## src/design/bp_pkg.sv

```systemverilog
package bp_pkg;

	////////////////////
	// table geometry
	////////////////////

	// word address width of the pipeline
	localparam int PC_W = 10;

	// low bits pick the set, high bits are the tag
	localparam int SET_W = 4;
	localparam int TAG_W = 6;

	localparam int NUM_SETS = 16;
	localparam int NUM_WAYS = 4;

	////////////////////
	// entry fields
	////////////////////

	// 2-bit saturating counter, bit 1 is the prediction
	localparam int CTR_W = 2;

	// new branches start weakly not taken
	localparam logic [CTR_W-1:0] CTR_BRANCH_INIT = 2'b01;
	// jumps always go, start strongly taken
	localparam logic [CTR_W-1:0] CTR_JUMP_INIT = 2'b11;

	////////////////////
	// EXE correction codes
	////////////////////

	// prediction was right, fetch keeps going with pc+1
	localparam logic [1:0] CORR_NONE = 2'b00;
	// wrongly taken, go back to the correct next instruction
	localparam logic [1:0] CORR_CNI = 2'b10;
	// wrongly not taken, go to the predicted target
	localparam logic [1:0] CORR_PBT = 2'b11;

	// one-hot branch type, msb first: beq bne blt bge bltu bgeu
	localparam int BTYPE_W = 6;

	// the pc seen either as one word or as tag over set
	typedef union packed {
		logic [PC_W-1:0] raw;
		struct packed {
			logic [TAG_W-1:0] tag;
			logic [SET_W-1:0] set;
		} fields;
	} pc_u;

endpackage

```

## src/design/bp_way_if.sv

```systemverilog
`timescale 1ns/100ps

interface bp_way_if;

	// IF lookup results
	logic if_hit;
	logic [bp_pkg::PC_W-1:0] if_target;
	logic [bp_pkg::CTR_W-1:0] if_ctr;

	// ID lookup only needs presence
	logic id_hit;

	// EXE lookup results
	logic exe_hit;
	logic [bp_pkg::PC_W-1:0] exe_target;
	logic [bp_pkg::CTR_W-1:0] exe_ctr;

	// write commands
	// alloc writes the whole entry, upd only the counter
	logic alloc_en;
	logic upd_en;
	logic [bp_pkg::SET_W-1:0] wr_set;
	logic [bp_pkg::TAG_W-1:0] wr_tag;
	logic [bp_pkg::PC_W-1:0] wr_target;
	logic [bp_pkg::CTR_W-1:0] wr_ctr;

	// storage side
	modport way (
		output if_hit, if_target, if_ctr, id_hit, exe_hit, exe_target, exe_ctr,
		input alloc_en, upd_en, wr_set, wr_tag, wr_target, wr_ctr
	);

	// update controller side
	modport ctrl (
		output alloc_en, upd_en, wr_set, wr_tag, wr_target, wr_ctr
	);

	// hit selector side
	modport sel (
		input if_hit, if_target, if_ctr, id_hit, exe_hit, exe_target, exe_ctr
	);

endinterface

```

## src/design/bp_hit_select.sv

```systemverilog
`timescale 1ns/100ps

module bp_hit_select (
	bp_way_if.sel ways [bp_pkg::NUM_WAYS],
	output logic if_prediction,
	output logic [bp_pkg::PC_W-1:0] if_pbt,
	output logic id_present,
	output logic exe_hit,
	output logic [1:0] exe_way,
	output logic [bp_pkg::CTR_W-1:0] exe_ctr,
	output logic [bp_pkg::PC_W-1:0] exe_pbt
);

	// per-way results gathered into plain arrays
	logic [bp_pkg::NUM_WAYS-1:0] if_hit_v;
	logic [bp_pkg::PC_W-1:0] if_tgt_v [bp_pkg::NUM_WAYS];
	logic [bp_pkg::CTR_W-1:0] if_ctr_v [bp_pkg::NUM_WAYS];
	logic [bp_pkg::NUM_WAYS-1:0] id_hit_v;
	logic [bp_pkg::NUM_WAYS-1:0] exe_hit_v;
	logic [bp_pkg::PC_W-1:0] exe_tgt_v [bp_pkg::NUM_WAYS];
	logic [bp_pkg::CTR_W-1:0] exe_ctr_v [bp_pkg::NUM_WAYS];

	// interface array needs constant indices
	for (genvar g = 0; g < bp_pkg::NUM_WAYS; g++) begin : g_gather
		assign if_hit_v[g] = ways[g].if_hit;
		assign if_tgt_v[g] = ways[g].if_target;
		assign if_ctr_v[g] = ways[g].if_ctr;
		assign id_hit_v[g] = ways[g].id_hit;
		assign exe_hit_v[g] = ways[g].exe_hit;
		assign exe_tgt_v[g] = ways[g].exe_target;
		assign exe_ctr_v[g] = ways[g].exe_ctr;
	end

	////////////////////
	// IF select
	////////////////////

	// tags are unique in a set, so at most one way hits
	always_comb begin
		if_prediction = 1'b0;
		if_pbt = '0;
		for (int i = 0; i < bp_pkg::NUM_WAYS; i++) begin
			if (if_hit_v[i]) begin
				// predict taken from counter msb
				if_prediction = if_ctr_v[i][1];
				if_pbt = if_tgt_v[i];
			end
		end
	end

	////////////////////
	// ID presence
	////////////////////

	// any hit blocks a new allocation
	assign id_present = |id_hit_v;

	////////////////////
	// EXE select
	////////////////////

	// way index goes back to the controller for the counter write
	always_comb begin
		exe_hit = 1'b0;
		exe_way = 2'd0;
		exe_ctr = '0;
		exe_pbt = '0;
		for (int i = 0; i < bp_pkg::NUM_WAYS; i++) begin
			if (exe_hit_v[i]) begin
				exe_hit = 1'b1;
				exe_way = 2'(i);
				exe_ctr = exe_ctr_v[i];
				exe_pbt = exe_tgt_v[i];
			end
		end
	end

endmodule

```

## src/design/bp_update_ctrl.sv

```systemverilog
`timescale 1ns/100ps

module bp_update_ctrl (
	input logic CLK,
	input logic nrst,
	input bp_pkg::pc_u id_pc,
	input logic [bp_pkg::PC_W-1:0] id_branchtarget,
	input logic id_is_jump,
	input logic id_is_btype,
	input bp_pkg::pc_u exe_pc,
	input logic exe_z,
	input logic exe_less,
	input logic [bp_pkg::BTYPE_W-1:0] exe_btype,
	input logic id_present,
	input logic exe_hit,
	input logic [1:0] exe_way,
	input logic [bp_pkg::CTR_W-1:0] exe_ctr,
	bp_way_if.ctrl ways [bp_pkg::NUM_WAYS],
	output logic [1:0] exe_correction,
	output logic [bp_pkg::PC_W-1:0] exe_cni,
	output logic flush
);

	logic [bp_pkg::SET_W-1:0] id_set;
	logic [bp_pkg::SET_W-1:0] exe_set;
	logic is_branch;
	logic taken;
	logic mispredict;
	logic alloc;
	logic upd;
	logic [bp_pkg::CTR_W-1:0] init_ctr;
	logic [bp_pkg::CTR_W-1:0] upd_ctr;
	logic [1:0] alloc_ptr;
	logic [bp_pkg::NUM_WAYS-1:0] alloc_oh;
	logic [bp_pkg::NUM_WAYS-1:0] upd_oh;
	// fifo replacement pointer per set
	logic [1:0] fifo_ptr [bp_pkg::NUM_SETS];
	// second flush cycle
	logic flush_q;

	assign id_set = id_pc.fields.set;
	assign exe_set = exe_pc.fields.set;

	////////////////////
	// branch outcome
	////////////////////

	// btype msb first: beq bne blt bge bltu bgeu
	// signed and unsigned compares share the less flag
	assign is_branch = |exe_btype;
	assign taken = (exe_btype[5] & exe_z)
		| (exe_btype[4] & ~exe_z)
		| ((exe_btype[3] | exe_btype[1]) & exe_less)
		| ((exe_btype[2] | exe_btype[0]) & ~exe_less);

	// only a resolved branch that hit the table is checked
	assign mispredict = exe_hit && is_branch && (taken != exe_ctr[1]);

	// taken means go to the stored target, else fall through
	assign exe_correction = !mispredict ? bp_pkg::CORR_NONE
		: (taken ? bp_pkg::CORR_PBT : bp_pkg::CORR_CNI);

	// fall-through address of the branch
	assign exe_cni = exe_pc.raw + 1'b1;

	////////////////////
	// flush
	////////////////////

	// mispredict flushes now and next cycle
	// a jump found in ID flushes next cycle
	always_ff @(posedge CLK) begin
		if (!nrst) begin
			flush_q <= 1'b0;
		end else begin
			flush_q <= mispredict | id_is_jump;
		end
	end

	assign flush = mispredict | flush_q;

	////////////////////
	// allocation and update
	////////////////////

	// new branch or jump not yet in any way
	assign alloc = (id_is_btype | id_is_jump) & ~id_present;
	// allocation wins a same-cycle clash, update is dropped
	assign upd = exe_hit & is_branch & ~alloc;

	assign init_ctr = id_is_jump ? bp_pkg::CTR_JUMP_INIT : bp_pkg::CTR_BRANCH_INIT;

	// saturate at 11 going up, at 00 going down
	always_comb begin
		if (taken) begin
			upd_ctr = (exe_ctr == '1) ? exe_ctr : exe_ctr + 1'b1;
		end else begin
			upd_ctr = (exe_ctr == '0) ? exe_ctr : exe_ctr - 1'b1;
		end
	end

	assign alloc_ptr = fifo_ptr[id_set];

	// one-hot way enables
	always_comb begin
		for (int i = 0; i < bp_pkg::NUM_WAYS; i++) begin
			alloc_oh[i] = alloc && (alloc_ptr == 2'(i));
			upd_oh[i] = upd && (exe_way == 2'(i));
		end
	end

	// pointer moves on only when an entry is really written
	always_ff @(posedge CLK) begin
		if (!nrst) begin
			for (int s = 0; s < bp_pkg::NUM_SETS; s++) begin
				fifo_ptr[s] <= 2'd0;
			end
		end else if (alloc) begin
			fifo_ptr[id_set] <= alloc_ptr + 2'd1;
		end
	end

	// same write data to every way, enables pick the target
	for (genvar g = 0; g < bp_pkg::NUM_WAYS; g++) begin : g_cmd
		assign ways[g].alloc_en = alloc_oh[g];
		assign ways[g].upd_en = upd_oh[g];
		assign ways[g].wr_set = alloc ? id_set : exe_set;
		assign ways[g].wr_tag = id_pc.fields.tag;
		assign ways[g].wr_target = id_branchtarget;
		assign ways[g].wr_ctr = alloc ? init_ctr : upd_ctr;
	end

endmodule

```

## src/design/bp_way.sv

```systemverilog
`timescale 1ns/100ps

module bp_way (
	input logic CLK,
	input logic nrst,
	input bp_pkg::pc_u if_pc,
	input bp_pkg::pc_u id_pc,
	input bp_pkg::pc_u exe_pc,
	bp_way_if.way port
);

	// one entry per set in this way
	logic valid [bp_pkg::NUM_SETS];
	logic [bp_pkg::TAG_W-1:0] tag_mem [bp_pkg::NUM_SETS];
	logic [bp_pkg::PC_W-1:0] target_mem [bp_pkg::NUM_SETS];
	logic [bp_pkg::CTR_W-1:0] ctr_mem [bp_pkg::NUM_SETS];

	// set fields of the three lookups
	logic [bp_pkg::SET_W-1:0] if_set;
	logic [bp_pkg::SET_W-1:0] id_set;
	logic [bp_pkg::SET_W-1:0] exe_set;

	assign if_set = if_pc.fields.set;
	assign id_set = id_pc.fields.set;
	assign exe_set = exe_pc.fields.set;

	////////////////////
	// lookups
	////////////////////

	// IF port, hit needs valid and matching tag
	assign port.if_hit = valid[if_set] && (tag_mem[if_set] == if_pc.fields.tag);
	assign port.if_target = target_mem[if_set];
	assign port.if_ctr = ctr_mem[if_set];

	// ID port, presence check before allocation
	assign port.id_hit = valid[id_set] && (tag_mem[id_set] == id_pc.fields.tag);

	// EXE port, feeds the outcome check
	assign port.exe_hit = valid[exe_set] && (tag_mem[exe_set] == exe_pc.fields.tag);
	assign port.exe_target = target_mem[exe_set];
	assign port.exe_ctr = ctr_mem[exe_set];

	////////////////////
	// writes
	////////////////////

	// valid bits, cleared on reset
	always_ff @(posedge CLK) begin
		if (!nrst) begin
			for (int s = 0; s < bp_pkg::NUM_SETS; s++) begin
				valid[s] <= 1'b0;
			end
		end else if (port.alloc_en) begin
			valid[port.wr_set] <= 1'b1;
		end
	end

	// payload fields
	always_ff @(posedge CLK) begin
		if (port.alloc_en) begin
			// new entry overwrites whatever sat here
			tag_mem[port.wr_set] <= port.wr_tag;
			target_mem[port.wr_set] <= port.wr_target;
			ctr_mem[port.wr_set] <= port.wr_ctr;
		end else if (port.upd_en) begin
			// counter-only write, tag and target stay
			ctr_mem[port.wr_set] <= port.wr_ctr;
		end
	end

endmodule

```

## src/design/branch_predictor.sv

```systemverilog
`timescale 1ns/100ps

module branch_predictor (
	input logic CLK,
	input logic nrst,

	// IF stage
	input logic [bp_pkg::PC_W-1:0] if_pc,

	// ID stage
	input logic [bp_pkg::PC_W-1:0] id_pc,
	input logic [bp_pkg::PC_W-1:0] id_branchtarget,
	input logic id_is_jump,
	input logic id_is_btype,

	// EXE stage, flags come from the ALU
	input logic [bp_pkg::PC_W-1:0] exe_pc,
	input logic exe_z,
	input logic exe_less,
	input logic [bp_pkg::BTYPE_W-1:0] exe_btype,

	// prediction for the fetch address
	output logic if_prediction,
	output logic [bp_pkg::PC_W-1:0] if_pbt,

	// next pc fix-up from EXE
	output logic [1:0] exe_correction,
	output logic [bp_pkg::PC_W-1:0] exe_pbt,
	output logic [bp_pkg::PC_W-1:0] exe_cni,
	output logic flush
);

	// pcs seen as tag over set
	bp_pkg::pc_u if_pc_u;
	bp_pkg::pc_u id_pc_u;
	bp_pkg::pc_u exe_pc_u;

	// merged lookup results for the controller
	logic id_present;
	logic exe_hit;
	logic [1:0] exe_way;
	logic [bp_pkg::CTR_W-1:0] exe_ctr;

	assign if_pc_u.raw = if_pc;
	assign id_pc_u.raw = id_pc;
	assign exe_pc_u.raw = exe_pc;

	// one bus per way
	bp_way_if way_bus [bp_pkg::NUM_WAYS] ();

	////////////////////
	// table ways
	////////////////////

	for (genvar g = 0; g < bp_pkg::NUM_WAYS; g++) begin : g_way
		bp_way u_way (
			.CLK (CLK),
			.nrst (nrst),
			.if_pc (if_pc_u),
			.id_pc (id_pc_u),
			.exe_pc (exe_pc_u),
			.port (way_bus[g])
		);
	end

	////////////////////
	// hit merge
	////////////////////

	bp_hit_select u_hit_select (
		.ways (way_bus),
		.if_prediction (if_prediction),
		.if_pbt (if_pbt),
		.id_present (id_present),
		.exe_hit (exe_hit),
		.exe_way (exe_way),
		.exe_ctr (exe_ctr),
		.exe_pbt (exe_pbt)
	);

	////////////////////
	// outcome, fifo and writes
	////////////////////

	bp_update_ctrl u_update_ctrl (
		.CLK (CLK),
		.nrst (nrst),
		.id_pc (id_pc_u),
		.id_branchtarget (id_branchtarget),
		.id_is_jump (id_is_jump),
		.id_is_btype (id_is_btype),
		.exe_pc (exe_pc_u),
		.exe_z (exe_z),
		.exe_less (exe_less),
		.exe_btype (exe_btype),
		.id_present (id_present),
		.exe_hit (exe_hit),
		.exe_way (exe_way),
		.exe_ctr (exe_ctr),
		.ways (way_bus),
		.exe_correction (exe_correction),
		.exe_cni (exe_cni),
		.flush (flush)
	);

endmodule

```

## config.mk

```make
export PLATFORM = sky130hd
export DESIGN_NAME = branch_predictor
export DESIGN_NICKNAME = d
export VERILOG_FILES = /design/src/design/bp_pkg.sv /design/src/design/bp_way_if.sv /design/src/design/bp_hit_select.sv /design/src/design/bp_update_ctrl.sv /design/src/design/bp_way.sv /design/src/design/branch_predictor.sv
export SDC_FILE = /design/constraint.sdc
export NUM_CORES = 2
export LEC_CHECK = 0
export BUFFER_PORTS_ARGS = -buffer_cell sky130_fd_sc_hd__buf_4
export CELL_PAD_IN_SITES_DETAIL_PLACEMENT = 0
export CELL_PAD_IN_SITES_GLOBAL_PLACEMENT = 2
export CORE_MARGIN = 3
export CORE_UTILIZATION = 45
export DETAILED_ROUTE_END_ITERATION = 7
export PLACE_DENSITY = 0.83
export SKIP_LAST_GASP = 1
export SYNTH_ARGS = -nofsm -noshare
export SYNTH_HDL_FRONTEND = slang
export SYNTH_SLANG_ARGS = --single-unit
```

## constraint.sdc

```tcl
create_clock -name CLK -period 10.7 [get_ports CLK]
set_input_delay 2.14 -clock CLK [delete_from_list [all_inputs] [get_ports CLK]]
set_output_delay 2.14 -clock CLK [all_outputs]
set_load 0.01 [all_outputs]
```

==> reports/qor.csv <==
stage,metric,value,unit
setup_path,crit start category,primary input,
global_route,largest net degree at the start of global routing,105,
yosys,ys flop type,edfxtp_1,
layout,fin util,51.1,%
layout,Final Net Count,3406,
yosys,Post-synth EDFFs,1184,
global_route,vias in the first global route,38100,
yosys,Async SR Flop Fraction,0,%
yosys,synth cell count leaders,"edfxtp_1 (1,184), mux4_2 (818), mux2i_1 (117)",
clocking,root buffer cell,clkbuf_16,
floorplan,core area,0.139,mm2
placement,post-DP HPWL,123,mm
floorplan,Die ar.,0.145,mm2
route,routed vias,37200,
route,Detail Route Antenna Nets,0,
sta,Slew Limit Fails,0,
floorplan,Std-Cell Rows,136,
route,DR DRC count,0,
setup_path,critical path required time,8.56,ns
yosys,Yosys Warn Count,0,
yosys,"Seq/Total Area, Yosys",58.3,%
route,drt first pass iters,6,
outcome,status,"complete, no violations",
global_route,grt ovf,0,
yosys,synthesized area per cell,19.3,um2
clocking,hold buffers post-CTS,0,
global_route,grt met1 use,36.2,%
clocking,"Reg clk slew, reported paths",0.06,ns
route,Routed WL,195,mm
setup_path,arrival time worst endpoint,6.94,ns
sta,Fmax achieved,110,MHz
yosys,Synth area leader,edfxtp_1,
global_route,most crowded layer after global routing,met2,
setup_path,Max Fanout on Critical Path,52,
pwr,PD cells,159,mW/mm2
layout,Layout area overhead,11.9,%
yosys,syn nets,3327,
yosys,synthesized flop and latch total,1249,
route,vias per cell,6.97,
clocking,Clock Latency Late Sink,0.79,ns
route,initial DRC count,4861,
floorplan,Die W,381,um
sta,Tmin final,9.08,ns
pwr,Pleak,22.3,nW
sta,final hold violations,0,
sta,unrepaired setup endpoints after global routing,false,
global_route,Total GRT Usage,27.0,%
route,wire per inst,36.5,um
yosys,largest cells by area after synthesis,"edfxtp_1 (56%), mux4_2 (29%), dfxtp_1 (2.1%), mux2i_1 (1.9%), nor3_2 (0.95%)",
sta,Slew Limit Headroom,25.2,%
layout,FILL cells,11000,
sta,post-route clock period utilization,84.9,%
yosys,Synth top area share,56.2,%
job,max_cap viols,0,
sta,worst hold slack,0.515,ns
yosys,Mapped Area,0.0633,mm2
floorplan,IO Pins,86,
pwr,Total Power,11.2,mW
placement,number of port buffers,85,
yosys,Mapped Cells,3270,
sta,clk_skew,0.0391,ns
clocking,setup bufs post-CTS,0,
clocking,CTS Buffer Depth,3,
placement,dpl ws,1.67,ns
worst_hold_path,worst hold path class,reg2reg,
placement,routability cong.,0.894,
sta,final-report setup violation count,0,
layout,layout cells sized above 1,39.1,%
floorplan,Die Y,381,um
clocking,# resized after CTS,0,
global_route,global-route wire length before repair,282,mm
global_route,met2 Use GR,42.4,%
yosys,most common cell in the netlist,edfxtp_1,
pwr,Max VDD drop,0.159,mV
clocking,CTS tree,built,
yosys,synth unique cells,77,
layout,Multi-input gate area,0.0251,mm2
clocking,H-tree depth,4,
sta,slew of the pin with the lowest slew margin,1.12,ns
clocking,Num CTS Buffers,137,
sta,setup TNS,0,ns
setup_path,crit end category,primary output,
sta,final setup margin,1.62,ns
clocking,clock sinks,1249,
floorplan,Starting Density,45.7,%
global_route,antenna violations before repair,6,
setup_path,critical path class,in2out,
layout,Reg area,0.0369,mm2
global_route,met3 Usage GRT,6.53,%
-- where the power goes --
group          switching, mW  internal, mW  total, mW
logic                  0.657         0.447       1.10
registers             0.0223          5.40       5.42
clock network           2.00          2.72       4.72
total                   2.68          8.57       11.2
-- flip-flops by register name, indices dropped and copies added (netlist names) --
name and cells:
g_way.u_way.ctr_mem 128, u_update_ctrl.flush_q 1, g_way.u_way.valid 64, g_way.u_way.tag_mem 384
g_way.u_way.target_mem 640, u_update_ctrl.fifo_ptr 32
-- cells by family after synthesis --
logic type      after synthesis  synth area share (%)
mux                         946                  31.2
compound gates              271                  3.23
fa+ha+maj                     5                0.0989
simple gates                385                  3.41
buf+inv                     335                  2.72
xor+xnor                     79                  1.09
flops                      1249                  58.3
-- routing by layer --
metal / vias to the layer above / routed length (um)
li1: 14300 / -
met1: 19800 / 70600
met2: 2563 / 93600
met3: 482 / 21500
met4: 2 / 8840
met5: - / 13
-- worst max-delay path, cell delays in order --
cell	delay, ns
buf_8	0.39
buf_4	0.43
mux4_2	0.56
or3b_2	0.46
o2111ai_1	0.11
o21ai_0	0.32
a2111o_1	0.56
nor3_4	0.18
buf_4	0.30
or4b_1	0.20
a41oi_1	0.16
nor4_2	0.67
and2_1	0.22
buf_4	0.12
-- cells in the final DEF, fill, tap and decap left out, types with 10 or more instances in the layout --
master,netlist,layout
clkinv_2,0,24
clkbuf_16,0,141
mux4_2,818,818
clkinv_1,1,20
clkbuf_1,97,35
nand2b_1,11,11
buf_4,25,206
xnor2_1,67,67
a31o_2,10,10
xor2_1,12,12
o21ai_0,34,34
nand4_1,10,10
o221a_2,10,10
nor3_4,1,60
a21oi_1,22,22
a221o_1,11,11
nand3_1,16,16
bufinv_16,0,10
a221oi_1,16,16
mux2i_1,117,117
or3_1,11,10
edfxtp_1,1184,1184
a22oi_1,18,18
dfxtp_1,65,65
inv_1,54,52
o21a_1,67,67
nor3_1,53,47
nand2_1,60,56
nor2b_1,20,20
nor2_1,110,110
-- path summary, 6_finish.rpt --
path         slack, ns                            to  cells past startpoint                           from
max               1.62             exe_correction[0]                     14                      exe_pc[0]
min               0.51      g_way[1].u_way.valid[13]                      1       g_way[1].u_way.valid[13]
max reg2reg       5.49  g_way[0].u_way.ctr_mem[8][1]                     12  g_way[1].u_way.tag_mem[15][0]
min reg2reg       0.51      g_way[1].u_way.valid[13]                      1       g_way[1].u_way.valid[13]
-- cell type report --
cell class | count | area share, %
Antenna cell | 7 | 0.0247
Clock buffer | 181 | 5.27
Clock inverter | 71 | 1.06
Inverter | 56 | 0.300
Multi-Input combinational cell | 1686 | 35.5
Sequential cell | 1249 | 52.0
Tap cell | 1863 | 3.29
Timing Repair Buffer | 219 | 2.49
-- metrics by stage --
stage,std cells,area (um2)
floorplan,3270,63300
global placement,5073,66300
detailed placement,5073,66300
CTS,5325,70800
global route,5327,70800
finish,5332,70800
Power figures use the tool's default switching activity.
